<file path="src/hw/exec_config.svh">
////////////////////
// Width and depth settings for the integer execute cluster
// Pulled in by the package and by every unit that sizes on them
////////////////////

`ifndef EXEC_CONFIG_SVH
`define EXEC_CONFIG_SVH

// Operand and result width
`define EXEC_XLEN 32

// Tag attached by issue, one per outstanding operation
`define EXEC_TAG_W 4

// Multiplier pipeline depth, at least 1
`define EXEC_MUL_STAGES 2

`endif

</file>
<file path="src/hw/exec_pkg.sv">
////////////////////
// Shared types of the execute cluster
// Imported by every RTL module of the cluster
////////////////////

`default_nettype none

package exec_pkg;

`include "exec_config.svh"

    // One code selects both the unit and the operation
    typedef enum logic [3:0] {
        ADD    = 4'd0,
        SUB    = 4'd1,
        XOR    = 4'd2,
        OR     = 4'd3,
        AND    = 4'd4,
        SLL    = 4'd5,
        SRL    = 4'd6,
        SRA    = 4'd7,
        MUL    = 4'd8,
        MULH   = 4'd9,
        MULHSU = 4'd10,
        MULHU  = 4'd11,
        DIV    = 4'd12,
        DIVU   = 4'd13,
        REM    = 4'd14,
        REMU   = 4'd15
    } exec_func_e;

    // Issue request, 72 bits
    typedef struct packed {
        exec_func_e              func;
        logic [`EXEC_XLEN-1:0]   a;
        logic [`EXEC_XLEN-1:0]   b;
        logic [`EXEC_TAG_W-1:0]  tag;
    } exec_req_t;

    // Unit and cluster response, 36 bits
    typedef struct packed {
        logic [`EXEC_XLEN-1:0]   result;
        logic [`EXEC_TAG_W-1:0]  tag;
    } exec_rsp_t;

    // Execution unit classes
    typedef enum logic [1:0] {
        UNIT_ALU = 2'd0,
        UNIT_MUL = 2'd1,
        UNIT_DIV = 2'd2
    } exec_unit_e;

endpackage

`default_nettype wire

</file>
<file path="src/hw/alu.sv">
////////////////////
// Single-cycle ALU with a one-entry output buffer
////////////////////

`timescale 1ns/1ps
`default_nettype none

`include "exec_config.svh"

module alu import exec_pkg::*; (
    input  logic      clk_i,
    input  logic      rst_n_i,
    input  logic      req_valid_i,
    input  exec_req_t req_i,
    output logic      req_ready_o,
    output logic      rsp_valid_o,
    output exec_rsp_t rsp_o,
    input  logic      rsp_ready_i
);

    localparam int XLEN = `EXEC_XLEN;
    localparam int SHW  = $clog2(XLEN);

    function automatic logic [XLEN-1:0] bit_rev(input logic [XLEN-1:0] v);
        logic [XLEN-1:0] r;
        for (int i = 0; i < XLEN; i++) begin
            r[XLEN-1-i] = v[i];
        end
        return r;
    endfunction

    logic                   is_sub;
    logic [XLEN-1:0]        b_op;
    logic [XLEN-1:0]        sum;
    logic signed [XLEN:0]   shift_in;
    logic [XLEN:0]          shift_out;
    logic [XLEN-1:0]        result;
    logic                   rsp_valid_q;
    exec_rsp_t              rsp_q;

    ////////////////////
    // Datapath
    ////////////////////

    // Subtract as a plus inverted b plus one
    assign is_sub = (req_i.func == SUB);
    assign b_op   = is_sub ? ~req_i.b : req_i.b;
    assign sum    = req_i.a + b_op + {{(XLEN-1){1'b0}}, is_sub};

    // Universal shifter, left shifts run reversed through the right shifter
    always_comb begin
        case (req_i.func)
            SRA:     shift_in = {req_i.a[XLEN-1], req_i.a};
            SRL:     shift_in = {1'b0, req_i.a};
            default: shift_in = {1'b0, bit_rev(req_i.a)};
        endcase
    end

    assign shift_out = shift_in >>> req_i.b[SHW-1:0];

    always_comb begin
        case (req_i.func)
            XOR:      result = req_i.a ^ req_i.b;
            OR:       result = req_i.a | req_i.b;
            AND:      result = req_i.a & req_i.b;
            SLL:      result = bit_rev(shift_out[XLEN-1:0]);
            SRL, SRA: result = shift_out[XLEN-1:0];
            default:  result = sum;
        endcase
    end

    ////////////////////
    // Output buffer
    ////////////////////

    // Accept when empty or draining this cycle
    assign req_ready_o = !rsp_valid_q || rsp_ready_i;

    always_ff @(posedge clk_i) begin
        if (!rst_n_i) begin
            rsp_valid_q <= 1'b0;
        end else if (req_ready_o) begin
            rsp_valid_q <= req_valid_i;
        end
    end

    always_ff @(posedge clk_i) begin
        if (req_valid_i && req_ready_o) begin
            rsp_q.result <= result;
            rsp_q.tag    <= req_i.tag;
        end
    end

    assign rsp_valid_o = rsp_valid_q;
    assign rsp_o       = rsp_q;

endmodule

`default_nettype wire

</file>
<file path="src/hw/mul_unit.sv">
////////////////////
// Pipelined 33x33 signed multiplier for the M extension products
////////////////////

`timescale 1ns/1ps
`default_nettype none

`include "exec_config.svh"

module mul_unit import exec_pkg::*; (
    input  logic      clk_i,
    input  logic      rst_n_i,
    input  logic      req_valid_i,
    input  exec_req_t req_i,
    output logic      req_ready_o,
    output logic      rsp_valid_o,
    output exec_rsp_t rsp_o,
    input  logic      rsp_ready_i
);

    localparam int XLEN   = `EXEC_XLEN;
    localparam int STAGES = `EXEC_MUL_STAGES;

    typedef struct packed {
        logic [2*XLEN-1:0]      prod;
        logic                   hi;
        logic [`EXEC_TAG_W-1:0] tag;
    } mul_stage_t;

    logic                     a_signed;
    logic                     b_signed;
    logic signed [XLEN:0]     a_ext;
    logic signed [XLEN:0]     b_ext;
    logic signed [2*XLEN+1:0] prod_full;
    logic                     advance;
    logic [STAGES-1:0]        valid_q;
    mul_stage_t               stage_in;
    mul_stage_t               stage_q [STAGES];

    // Only MULHU treats a as unsigned, only MUL and MULH treat b as signed
    assign a_signed = (req_i.func != MULHU);
    assign b_signed = (req_i.func == MUL) || (req_i.func == MULH);
    assign a_ext    = {a_signed & req_i.a[XLEN-1], req_i.a};
    assign b_ext    = {b_signed & req_i.b[XLEN-1], req_i.b};

    // Full product enters the pipe, the stages leave room for retiming
    assign prod_full     = a_ext * b_ext;
    assign stage_in.prod = prod_full[2*XLEN-1:0];
    assign stage_in.hi   = (req_i.func != MUL);
    assign stage_in.tag  = req_i.tag;

    // Whole pipe stalls while the last stage is held
    assign advance     = !valid_q[STAGES-1] || rsp_ready_i;
    assign req_ready_o = advance;

    always_ff @(posedge clk_i) begin
        if (!rst_n_i) begin
            valid_q <= '0;
        end else if (advance) begin
            valid_q <= (valid_q << 1) | STAGES'(req_valid_i);
        end
    end

    always_ff @(posedge clk_i) begin
        if (advance) begin
            stage_q[0] <= stage_in;
            for (int k = 1; k < STAGES; k++) begin
                stage_q[k] <= stage_q[k-1];
            end
        end
    end

    assign rsp_valid_o  = valid_q[STAGES-1];
    assign rsp_o.result = stage_q[STAGES-1].hi ? stage_q[STAGES-1].prod[2*XLEN-1:XLEN]
                                               : stage_q[STAGES-1].prod[XLEN-1:0];
    assign rsp_o.tag    = stage_q[STAGES-1].tag;

endmodule

`default_nettype wire

</file>
<file path="src/hw/div_unit.sv">
////////////////////
// Iterative restoring divider, one operation at a time, 33 cycles
////////////////////

`timescale 1ns/1ps
`default_nettype none

`include "exec_config.svh"

module div_unit import exec_pkg::*; (
    input  logic      clk_i,
    input  logic      rst_n_i,
    input  logic      req_valid_i,
    input  exec_req_t req_i,
    output logic      req_ready_o,
    output logic      rsp_valid_o,
    output exec_rsp_t rsp_o,
    input  logic      rsp_ready_i
);

    localparam int XLEN = `EXEC_XLEN;
    localparam int CW   = $clog2(XLEN);

    typedef enum logic [1:0] {
        DIV_IDLE,
        DIV_RUN,
        DIV_DONE
    } div_state_e;

    div_state_e             state_q;
    logic [CW-1:0]          cnt_q;
    logic                   is_signed;
    logic                   a_neg;
    logic                   b_neg;
    logic                   start;
    logic [XLEN-1:0]        quo_q;
    logic [XLEN-1:0]        rem_q;
    logic [XLEN-1:0]        dvs_q;
    logic                   neg_q_q;
    logic                   neg_r_q;
    logic                   dz_q;
    logic                   ovf_q;
    logic                   rem_sel_q;
    logic [`EXEC_TAG_W-1:0] tag_q;
    logic [XLEN+1:0]        trial;
    logic [XLEN-1:0]        quo_fix;
    logic [XLEN-1:0]        rem_fix;

    assign is_signed   = (req_i.func == DIV) || (req_i.func == REM);
    assign a_neg       = is_signed & req_i.a[XLEN-1];
    assign b_neg       = is_signed & req_i.b[XLEN-1];
    assign req_ready_o = (state_q == DIV_IDLE);
    assign start       = req_valid_i && req_ready_o;

    ////////////////////
    // Control
    ////////////////////

    always_ff @(posedge clk_i) begin
        if (!rst_n_i) begin
            state_q <= DIV_IDLE;
            cnt_q   <= '0;
        end else begin
            case (state_q)
                DIV_IDLE: if (start) begin
                    state_q <= DIV_RUN;
                    cnt_q   <= '0;
                end
                DIV_RUN: begin
                    cnt_q <= cnt_q + 1'b1;
                    if (cnt_q == CW'(XLEN - 1)) begin
                        state_q <= DIV_DONE;
                    end
                end
                DIV_DONE: if (rsp_ready_i) begin
                    state_q <= DIV_IDLE;
                end
                default: state_q <= DIV_IDLE;
            endcase
        end
    end

    ////////////////////
    // Datapath
    ////////////////////

    // Shift in the next dividend bit and try to subtract the divisor
    assign trial = {1'b0, rem_q, quo_q[XLEN-1]} - {2'b00, dvs_q};

    always_ff @(posedge clk_i) begin
        if (start) begin
            // Setup takes magnitudes and records the sign fix-up
            quo_q     <= a_neg ? (~req_i.a + 1'b1) : req_i.a;
            dvs_q     <= b_neg ? (~req_i.b + 1'b1) : req_i.b;
            rem_q     <= '0;
            neg_q_q   <= a_neg ^ b_neg;
            neg_r_q   <= a_neg;
            dz_q      <= (req_i.b == '0);
            ovf_q     <= is_signed && (req_i.a == {1'b1, {(XLEN-1){1'b0}}}) && (req_i.b == '1);
            rem_sel_q <= (req_i.func == REM) || (req_i.func == REMU);
            tag_q     <= req_i.tag;
        end else if (state_q == DIV_RUN) begin
            quo_q <= {quo_q[XLEN-2:0], !trial[XLEN+1]};
            rem_q <= trial[XLEN+1] ? {rem_q[XLEN-2:0], quo_q[XLEN-1]} : trial[XLEN-1:0];
        end
    end

    assign quo_fix = neg_q_q ? (~quo_q + 1'b1) : quo_q;
    assign rem_fix = neg_r_q ? (~rem_q + 1'b1) : rem_q;

    // A zero divisor leaves the dividend in the remainder after sign restore
    always_comb begin
        if (ovf_q) begin
            rsp_o.result = rem_sel_q ? '0 : {1'b1, {(XLEN-1){1'b0}}};
        end else if (dz_q) begin
            rsp_o.result = rem_sel_q ? rem_fix : '1;
        end else begin
            rsp_o.result = rem_sel_q ? rem_fix : quo_fix;
        end
    end

    assign rsp_o.tag   = tag_q;
    assign rsp_valid_o = (state_q == DIV_DONE);

endmodule

`default_nettype wire

</file>
<file path="src/hw/issue_router.sv">
////////////////////
// Steers one issue request to the ALU, multiplier or divider
////////////////////

`timescale 1ns/1ps
`default_nettype none

module issue_router import exec_pkg::*; (
    input  logic      req_valid_i,
    input  exec_req_t req_i,
    output logic      req_ready_o,
    output logic      alu_valid_o,
    output logic      mul_valid_o,
    output logic      div_valid_o,
    output exec_req_t unit_req_o,
    input  logic      alu_ready_i,
    input  logic      mul_ready_i,
    input  logic      div_ready_i
);

    exec_unit_e unit_sel;

    // Class from the function code
    always_comb begin
        case (req_i.func)
            MUL, MULH, MULHSU, MULHU: unit_sel = UNIT_MUL;
            DIV, DIVU, REM, REMU:     unit_sel = UNIT_DIV;
            default:                  unit_sel = UNIT_ALU;
        endcase
    end

    assign alu_valid_o = req_valid_i && (unit_sel == UNIT_ALU);
    assign mul_valid_o = req_valid_i && (unit_sel == UNIT_MUL);
    assign div_valid_o = req_valid_i && (unit_sel == UNIT_DIV);

    // Only the selected unit's ready goes back to issue
    always_comb begin
        case (unit_sel)
            UNIT_MUL: req_ready_o = mul_ready_i;
            UNIT_DIV: req_ready_o = div_ready_i;
            default:  req_ready_o = alu_ready_i;
        endcase
    end

    // Payload goes to all units
    assign unit_req_o = req_i;

endmodule

`default_nettype wire

</file>
<file path="src/hw/result_arbiter.sv">
////////////////////
// Round-robin merge of the three unit responses onto one result port
////////////////////

`timescale 1ns/1ps
`default_nettype none

module result_arbiter import exec_pkg::*; (
    input  logic      clk_i,
    input  logic      rst_n_i,
    input  logic      alu_valid_i,
    input  logic      mul_valid_i,
    input  logic      div_valid_i,
    input  exec_rsp_t alu_rsp_i,
    input  exec_rsp_t mul_rsp_i,
    input  exec_rsp_t div_rsp_i,
    output logic      alu_ready_o,
    output logic      mul_ready_o,
    output logic      div_ready_o,
    output logic      rsp_valid_o,
    output exec_rsp_t rsp_o,
    input  logic      rsp_ready_i
);

    localparam int N_UNITS = 3;

    logic [N_UNITS-1:0] valid_vec;
    exec_unit_e         prio_q;
    exec_unit_e         gnt_unit;
    logic               gnt_found;
    logic               xfer;

    assign valid_vec = {div_valid_i, mul_valid_i, alu_valid_i};

    // Search starts at the pointer and wraps around
    always_comb begin
        int idx;
        gnt_found = 1'b0;
        gnt_unit  = prio_q;
        for (int k = 0; k < N_UNITS; k++) begin
            idx = (int'(prio_q) + k) % N_UNITS;
            if (!gnt_found && valid_vec[idx]) begin
                gnt_found = 1'b1;
                gnt_unit  = exec_unit_e'(idx[1:0]);
            end
        end
    end

    assign xfer        = gnt_found && rsp_ready_i;
    assign rsp_valid_o = gnt_found;
    assign alu_ready_o = xfer && (gnt_unit == UNIT_ALU);
    assign mul_ready_o = xfer && (gnt_unit == UNIT_MUL);
    assign div_ready_o = xfer && (gnt_unit == UNIT_DIV);

    always_comb begin
        case (gnt_unit)
            UNIT_MUL: rsp_o = mul_rsp_i;
            UNIT_DIV: rsp_o = div_rsp_i;
            default:  rsp_o = alu_rsp_i;
        endcase
    end

    // Granted unit drops to lowest priority
    always_ff @(posedge clk_i) begin
        if (!rst_n_i) begin
            prio_q <= UNIT_ALU;
        end else if (xfer) begin
            case (gnt_unit)
                UNIT_ALU: prio_q <= UNIT_MUL;
                UNIT_MUL: prio_q <= UNIT_DIV;
                default:  prio_q <= UNIT_ALU;
            endcase
        end
    end

endmodule

`default_nettype wire

</file>
<file path="src/hw/exec_cluster.sv">
////////////////////
// Integer execute cluster top, router to three units to result arbiter
////////////////////

`timescale 1ns/1ps
`default_nettype none

module exec_cluster import exec_pkg::*; (
    input  logic      clk_i,
    input  logic      rst_n_i,
    input  logic      req_valid_i,
    input  exec_req_t req_i,
    output logic      req_ready_o,
    output logic      rsp_valid_o,
    output exec_rsp_t rsp_o,
    input  logic      rsp_ready_i
);

    exec_req_t unit_req;
    logic      alu_req_valid, mul_req_valid, div_req_valid;
    logic      alu_req_ready, mul_req_ready, div_req_ready;
    logic      alu_rsp_valid, mul_rsp_valid, div_rsp_valid;
    logic      alu_rsp_ready, mul_rsp_ready, div_rsp_ready;
    exec_rsp_t alu_rsp, mul_rsp, div_rsp;

    issue_router u_router (
        .req_valid_i (req_valid_i),
        .req_i       (req_i),
        .req_ready_o (req_ready_o),
        .alu_valid_o (alu_req_valid),
        .mul_valid_o (mul_req_valid),
        .div_valid_o (div_req_valid),
        .unit_req_o  (unit_req),
        .alu_ready_i (alu_req_ready),
        .mul_ready_i (mul_req_ready),
        .div_ready_i (div_req_ready)
    );

    ////////////////////
    // Execution units
    ////////////////////

    alu u_alu (
        .clk_i       (clk_i),
        .rst_n_i     (rst_n_i),
        .req_valid_i (alu_req_valid),
        .req_i       (unit_req),
        .req_ready_o (alu_req_ready),
        .rsp_valid_o (alu_rsp_valid),
        .rsp_o       (alu_rsp),
        .rsp_ready_i (alu_rsp_ready)
    );

    mul_unit u_mul (
        .clk_i       (clk_i),
        .rst_n_i     (rst_n_i),
        .req_valid_i (mul_req_valid),
        .req_i       (unit_req),
        .req_ready_o (mul_req_ready),
        .rsp_valid_o (mul_rsp_valid),
        .rsp_o       (mul_rsp),
        .rsp_ready_i (mul_rsp_ready)
    );

    div_unit u_div (
        .clk_i       (clk_i),
        .rst_n_i     (rst_n_i),
        .req_valid_i (div_req_valid),
        .req_i       (unit_req),
        .req_ready_o (div_req_ready),
        .rsp_valid_o (div_rsp_valid),
        .rsp_o       (div_rsp),
        .rsp_ready_i (div_rsp_ready)
    );

    result_arbiter u_arb (
        .clk_i       (clk_i),
        .rst_n_i     (rst_n_i),
        .alu_valid_i (alu_rsp_valid),
        .mul_valid_i (mul_rsp_valid),
        .div_valid_i (div_rsp_valid),
        .alu_rsp_i   (alu_rsp),
        .mul_rsp_i   (mul_rsp),
        .div_rsp_i   (div_rsp),
        .alu_ready_o (alu_rsp_ready),
        .mul_ready_o (mul_rsp_ready),
        .div_ready_o (div_rsp_ready),
        .rsp_valid_o (rsp_valid_o),
        .rsp_o       (rsp_o),
        .rsp_ready_i (rsp_ready_i)
    );

endmodule

`default_nettype wire

</file>
<file path="config.mk">
export PLATFORM = sky130hd
export DESIGN_NAME = exec_cluster
export DESIGN_NICKNAME = d
export VERILOG_FILES = /design/src/hw/exec_pkg.sv /design/src/hw/alu.sv /design/src/hw/mul_unit.sv /design/src/hw/div_unit.sv /design/src/hw/issue_router.sv /design/src/hw/result_arbiter.sv /design/src/hw/exec_cluster.sv
export VERILOG_INCLUDE_DIRS = /design/src /design/src/hw
export SDC_FILE = /design/constraint.sdc
export NUM_CORES = 2
export LEC_CHECK = 0
export BUFFER_PORTS_ARGS = -buffer_cell sky130_fd_sc_hd__buf_4
export CAP_MARGIN = 20
export CORE_MARGIN = 1
export CORE_UTILIZATION = 51
export CTS_BUF_LIST = sky130_fd_sc_hd__clkbuf_4 sky130_fd_sc_hd__clkbuf_8
export DETAILED_ROUTE_END_ITERATION = 16
export PLACE_DENSITY = 0.76
export SYNTH_ARGS = -nofsm -noshare
export SYNTH_HDL_FRONTEND = slang
export SYNTH_SLANG_ARGS = --single-unit
</file>
<file path="constraint.sdc">
create_clock -name clk_i -period 13.3 [get_ports clk_i]
set_input_delay 2.66 -clock clk_i [delete_from_list [all_inputs] [get_ports clk_i]]
set_output_delay 2.66 -clock clk_i [all_outputs]
set_load 0.01 [all_outputs]
</file>
### Yosys cells after proc, flatten, opt, wreduce, memory -nomap -nowiden

Memory sizes are Yosys's and may differ from the RTL's.
Cells that the tools add are included.

| word-level totals | value |
|---|---|
| register bits | 153 |
| bits in latches | 0 |
| memory bits (writable) | 138 |
| bits in read-only memories | 32 |
| bits of input ports | 76 |
| output and inout port bits | 38 |
| logic and storage cells | 149 |
| memories | 2 |

Memory list:

| name | words | bits a word | read ports | clocked after memory_dff | write ports | RTL line | source |
|---|---|---|---|---|---|---|---|
| u_mul.stage_q | 2 | 69 | 2 | 0 | 2 | mul_unit.sv:38 | `mul_stage_t stage_q [STAGES];` |
| (name not given) | 16 | 2 | 1 | 0 | 0 | issue_router.sv:25 | `case (req_i.func)` |

| cells by class | value |
|---|---|
| $add $sub $neg | 10 |
| multiply operators | 1 |
| div/mod/pow operators | 3 |
| order comparisons | 3 |
| equal/unequal tests | 26 |
| shift-type cells | 1 |
| mux-type cells | 42 |
| bitwise gates (word level) | 13 |
| reduce and logical (&&, ||, !) cells | 32 |

Operators with widths:

| operator | count |
|---|---|
| 32-bit 2-to-1 mux | 14 |
| 32-bit one-hot mux with 5 select lines | 1 |
| 32-bit by 1-bit adder with 32-bit output, second input constant | 4 |
| 32-bit inverter | 4 |
| 32-bit by 4-bit < comparator with 1-bit output, second input constant | 3 |
| 36-bit one-hot mux with 2 select lines | 1 |
| 33-bit one-hot mux with 2 select lines | 1 |
| 32-bit == test, second input constant | 2 |
| 32-bit by 3-bit remainder unit with 32-bit output, second input constant | 2 |
| 33-bit by 33-bit multiplier with 64-bit output | 1 |
| 33-bit by 32-bit subtractor with 34-bit output | 1 |
| 33-bit by 5-bit >>> shifter with 32-bit output | 1 |
| 32-bit by 1-bit adder with 32-bit output | 1 |
| 32-bit adder | 1 |
| 32-bit AND | 1 |
| 32-bit logical NOT | 1 |
| 3-bit by 3-bit remainder unit with 32-bit output, second input constant | 1 |
| 32-bit OR | 1 |
| 32-bit bitwise XOR | 1 |
| 4-bit == test, second input constant | 5 |
| 4-bit by 3-bit == test with 1-bit output, second input constant | 4 |
| 1-bit logical AND | 13 |
| 2-bit 2-to-1 mux | 6 |
| 1-bit 2-to-1 mux | 11 |
| other kinds (27) | 50 |

### Longest topological paths before layout

| logic depth | value |
|---|---|
| depth after elaboration | 16 |
| depth in mapped cells | 32 |
| mapped depth without buffers | 29 |

### Modules after synthesis

From an unflattened synthesis, not the netlist that was laid out.

| second synthesis, totals | value |
|---|---|
| cell total of the unflattened synthesis | 6536 |
| area, all modules | 60489.3 µm² |

Modules (own cells, without submodules):

| module | times used | cells an instance | area an instance (µm²) | seq. area each (µm²) |
|---|---|---|---|---|
| mul_unit | 1 | 4318 | 42180.5 | 4184.0 |
| div_unit | 1 | 1055 | 8972.4 | 2972.9 |
| alu | 1 | 907 | 7646.1 | 1101.1 |
| result_arbiter | 1 | 177 | 1109.8 | 40.0 |
| issue_router | 1 | 79 | 580.6 | 0.0 |

### Least setup slack after synthesis

OpenSTA, ideal clock, no wires.

| timing | value |
|---|---|
| path kind | input-to-reg |
| start | input port req_i[71] (netlist bit) |
| end | memory u_mul.stage_q[0][68] (netlist bit) (data pin) |
| library setup time | 0.260 ns |
| data arrival time | 10.868 ns |
| data required time | 13.040 ns |
| setup slack | 2.172 ns |
| stages | 28 |
| path buffers | 3 |
| cell sequence | clkbuf_1 -> nor2b_1 -> a31oi_1 -> clkbuf_1 -> nand2_1 -> inv_1 -> fa_1 -> inv_1 -> fa_1 -> inv_1 -> fa_1 -> fa_1 -> inv_1 -> fa_1 -> fa_1 -> fa_1 -> fa_1 -> inv_1 -> ha_1 -> and2_1 -> clkbuf_1 -> a211oi_1 -> o21ai_0 -> a311o_1 -> a21oi_1 -> o21ai_0 -> a21oi_1 -> xnor2_1 |

RTL lines:

| element | RTL line | source |
|---|---|---|
| start, declared | exec_cluster.sv:12 | `input exec_req_t req_i,` |
| end, declared | mul_unit.sv:38 |  |

==> flow_metrics.env <==
export IMPL_fill_cells=10120
export IMPL_numCtsBuffers=54
export IMPL_place_inst=7733
export IMPL_vias=47360
export IMPL_cp_slowest_stage_delay_ns=1.04
export IMPL_wl_mm=204.4
export IMPL_hp_class="flop to flop"
export IMPL_synth_common_cells="1263 x inv_1, 1127 x fa_1, 962 x nand2_1"
export IMPL_grt_pass1_wl_mm=307.6
export IMPL_r2r_slack_ns=8.19
export IMPL_ant_nets=0
export IMPL_dr_pass1_iters=7
export IMPL_grt_overflow_total=0
export IMPL_grt_pass1_vias=48880
export IMPL_hold_buffers=0
export IMPL_worstSkewPairLatency_ns=0.67
export IMPL_yosys_area_share_simple_pct=12.28
export IMPL_die_width_microns=340.1
export IMPL_fmax_ghz=0.08648
export IMPL_ys_seq_area_share_pct=14.24
export IMPL_finalClockSkew_ns=0.03621
export IMPL_gp_congestion=1.067
export IMPL_max_cap_violations=0
export IMPL_synthMuxAreaShare_pct=3.112
export IMPL_cts_root_buffer="clkbuf_8"
export IMPL_syn_area_sq_um=58290
export IMPL_antenna_found_initial=27
export IMPL_async_flop_share_pct=0
export IMPL_crit_top_cell="fa_1"
export IMPL_ys_flop_type="edfxtp_1"
export IMPL_r2r_cells=13
export IMPL_cts_resized_gates=0
export IMPL_avgRoutedWirePerCell_microns=26.04
export IMPL_fin_tns_setup_ns=0
export IMPL_fin_crit_ns=11.56
export IMPL_cts_max_level=2
export IMPL_synth_fa_ha_area_share_pct=46.24
export IMPL_drive_above_1_share_pct=5.636
export IMPL_synth_area_top_cells="fa_1 39%, edfxtp_1 13%, inv_1 8.1%, ha_1 7.5%, nand2_1 6.2%"
export IMPL_drcViolationCount=0
export IMPL_critical_path_buf_inv_count=6
export IMPL_status="finished clean"
export IMPL_syn2layout_area_growth_pct=5.250
export IMPL_final_net_count=7843
export IMPL_synth_most_common_cell="inv_1"
export IMPL_io_buffers=113
export IMPL_relSlewSlack_pct=27.08
export IMPL_dieArea_sq_um=115700
export IMPL_yosys_warnings=0
export IMPL_clkTransAtPathRegs_ns=0.06
export IMPL_synth_cell_types=80
export IMPL_drtIter0Drc=5385
export IMPL_avgSynthCellArea_sq_um=9.060
export IMPL_hold_viol_final=0
export IMPL_start_util_pct=51.60
export IMPL_synth_largest_area_cell="fa_1"
export IMPL_syn_num_nets=7987
export IMPL_cts_tree="done"
export IMPL_drv_slew=0
export IMPL_tightest_slew_ns=1.094
export IMPL_holdPathEnd="u_mul.stage_q[0][129]"
export IMPL_hpwl_mm=153.5
export IMPL_crit_family="adder cells"
export IMPL_min_from="u_mul.stage_q[0][60]"
export IMPL_ys_ff_latch=291
export IMPL_critical_path_class="input port to flop"
export IMPL_die_h_microns=340.1
export IMPL_rows=123
export IMPL_synth_xor_area_share_pct=4.072
export IMPL_rr_endpoint="u_mul.valid_q[0]"
export IMPL_synth_edff_count=247
export IMPL_fin_cells=7850
export IMPL_grt_max_degree=81
export IMPL_viasPerCell=6.033
export IMPL_coreArea_sq_um=113000
export IMPL_track_usage_pct=36.00
export IMPL_io_pins=114
export IMPL_worst_setup_path_start_kind="input port"
export IMPL_clkSinkCount=291
export IMPL_post_cts_buffers=0
export IMPL_setup_viol=0
export IMPL_worstPathArrival_ns=11.92
export IMPL_yosys_area_top_type_share_pct=38.71
export IMPL_timing_critical_path_fanout_max=30
export IMPL_holdPathStages=0
export IMPL_rsz0062_at_grt="false"
export IMPL_r2r_start="u_arb.prio_q[0]"
export IMPL_finalCritPeriodShare_pct=86.94
export IMPL_synth_compound_area_share_pct=9.282
export IMPL_cts_buffer_depth=3
export IMPL_syn_inst=6434
export IMPL_required_ns=13.66
export IMPL_synth_top_family_by_area="adder cells"
export IMPL_critPathSlowestCell="fa_1"
export IMPL_endpoint_kind="flop"
[through the flow]
stage	setup slack (ns)	hold slack, ns	util [%]	instance area (sq um)
floorplan	2.172	0.4003	-	58290
global placement	1.450	0.4005	53.26	60160
detailed placement	1.414	0.4045	53.26	60160
CTS	1.942	0.4101	54.27	61300
global route	1.577	0.4233	54.30	61340
finish	1.737	0.4169	54.31	61350
[cells in the final DEF, fill, tap and decap left out, drive strengths merged, types with 21 or more instances in the layout]
cell type	Yosys	layout
buf	79	183
ha	350	350
nand2	962	962
clkbuf	304	73
a21o	56	56
nand2b	23	23
xor2	99	99
o21ai	223	223
nor3	34	34
and3	25	25
o31ai	28	28
a31oi	27	27
o21a	21	21
mux2i	116	116
edfxtp	247	247
nand4	29	29
xnor2	172	172
fa	1127	1127
a221oi	68	68
nor2b	34	34
nand3	60	60
and2	35	35
nor2	435	435
mux2	32	32
a21oi	250	250
dfxtp	44	44
clkinv	19	41
inv	1272	1273
a211oi	44	44
[final cells by class]
cell class	instances	area (sq um)	share of cell area, %
timing repair buffer	183	1374	2.239
clock inverter	27	240.2	0.3916
inverter	1291	4851	7.907
multi-input combinational	4469	43770	71.34
clock buffer	73	904.6	1.475
tap	1500	1877	3.059
antenna	16	40.04	0.06526
sequential	291	8298	13.53
[sequential cells by signal (all words and copies together), names as in the netlist, 2 cells and up]
register	cells
u_div.rem_q	32
u_mul.stage_q	138
u_mul.valid_q	2
u_div.dvs_q	32
u_div.tag_q	4
u_div.cnt_q	5
u_div.state_q	2
u_alu.rsp_o	36
u_arb.prio_q	2
u_div.quo_q	32
[per-layer routing]
layer	vias up	track usage (%)	share of wire, %
met5	-	0	0.050
met4	14	20.73	7.1
met3	763	11.61	13
met2	3121	54.15	43
met1	23680	45.69	36
li1	19790	-	-
[logic make-up after synthesis]
group                      Yosys count
and+or+nand+nor                   1707
DFF                                291
muxes                              161
AOI/OAI and AO/OA                  852
xor gates and xnor gates           271
adders and majority gates         1478
buffers and inverters             1674
[worst max-delay path by stage]
stage / from / end / slack [ns] / cells after the start
after detailed placement: req_i[71] / u_mul.stage_q[0][61] / 1.41 / 27
after CTS: req_i[71] / u_mul.stage_q[0][61] / 1.94 / 27
after global placement: req_i[71] / u_mul.stage_q[0][61] / 1.45 / 27
final: req_i[71] / u_mul.stage_q[0][61] / 1.74 / 27
after global routing: req_i[71] / u_mul.stage_q[0][61] / 1.58 / 27
after floorplan: req_i[71] / u_mul.stage_q[0][68] / 2.17 / 28
Power is left out: the tool's default activity adds up to more than one toggle a clock period on the data nets, which glitch-free logic cannot reach.
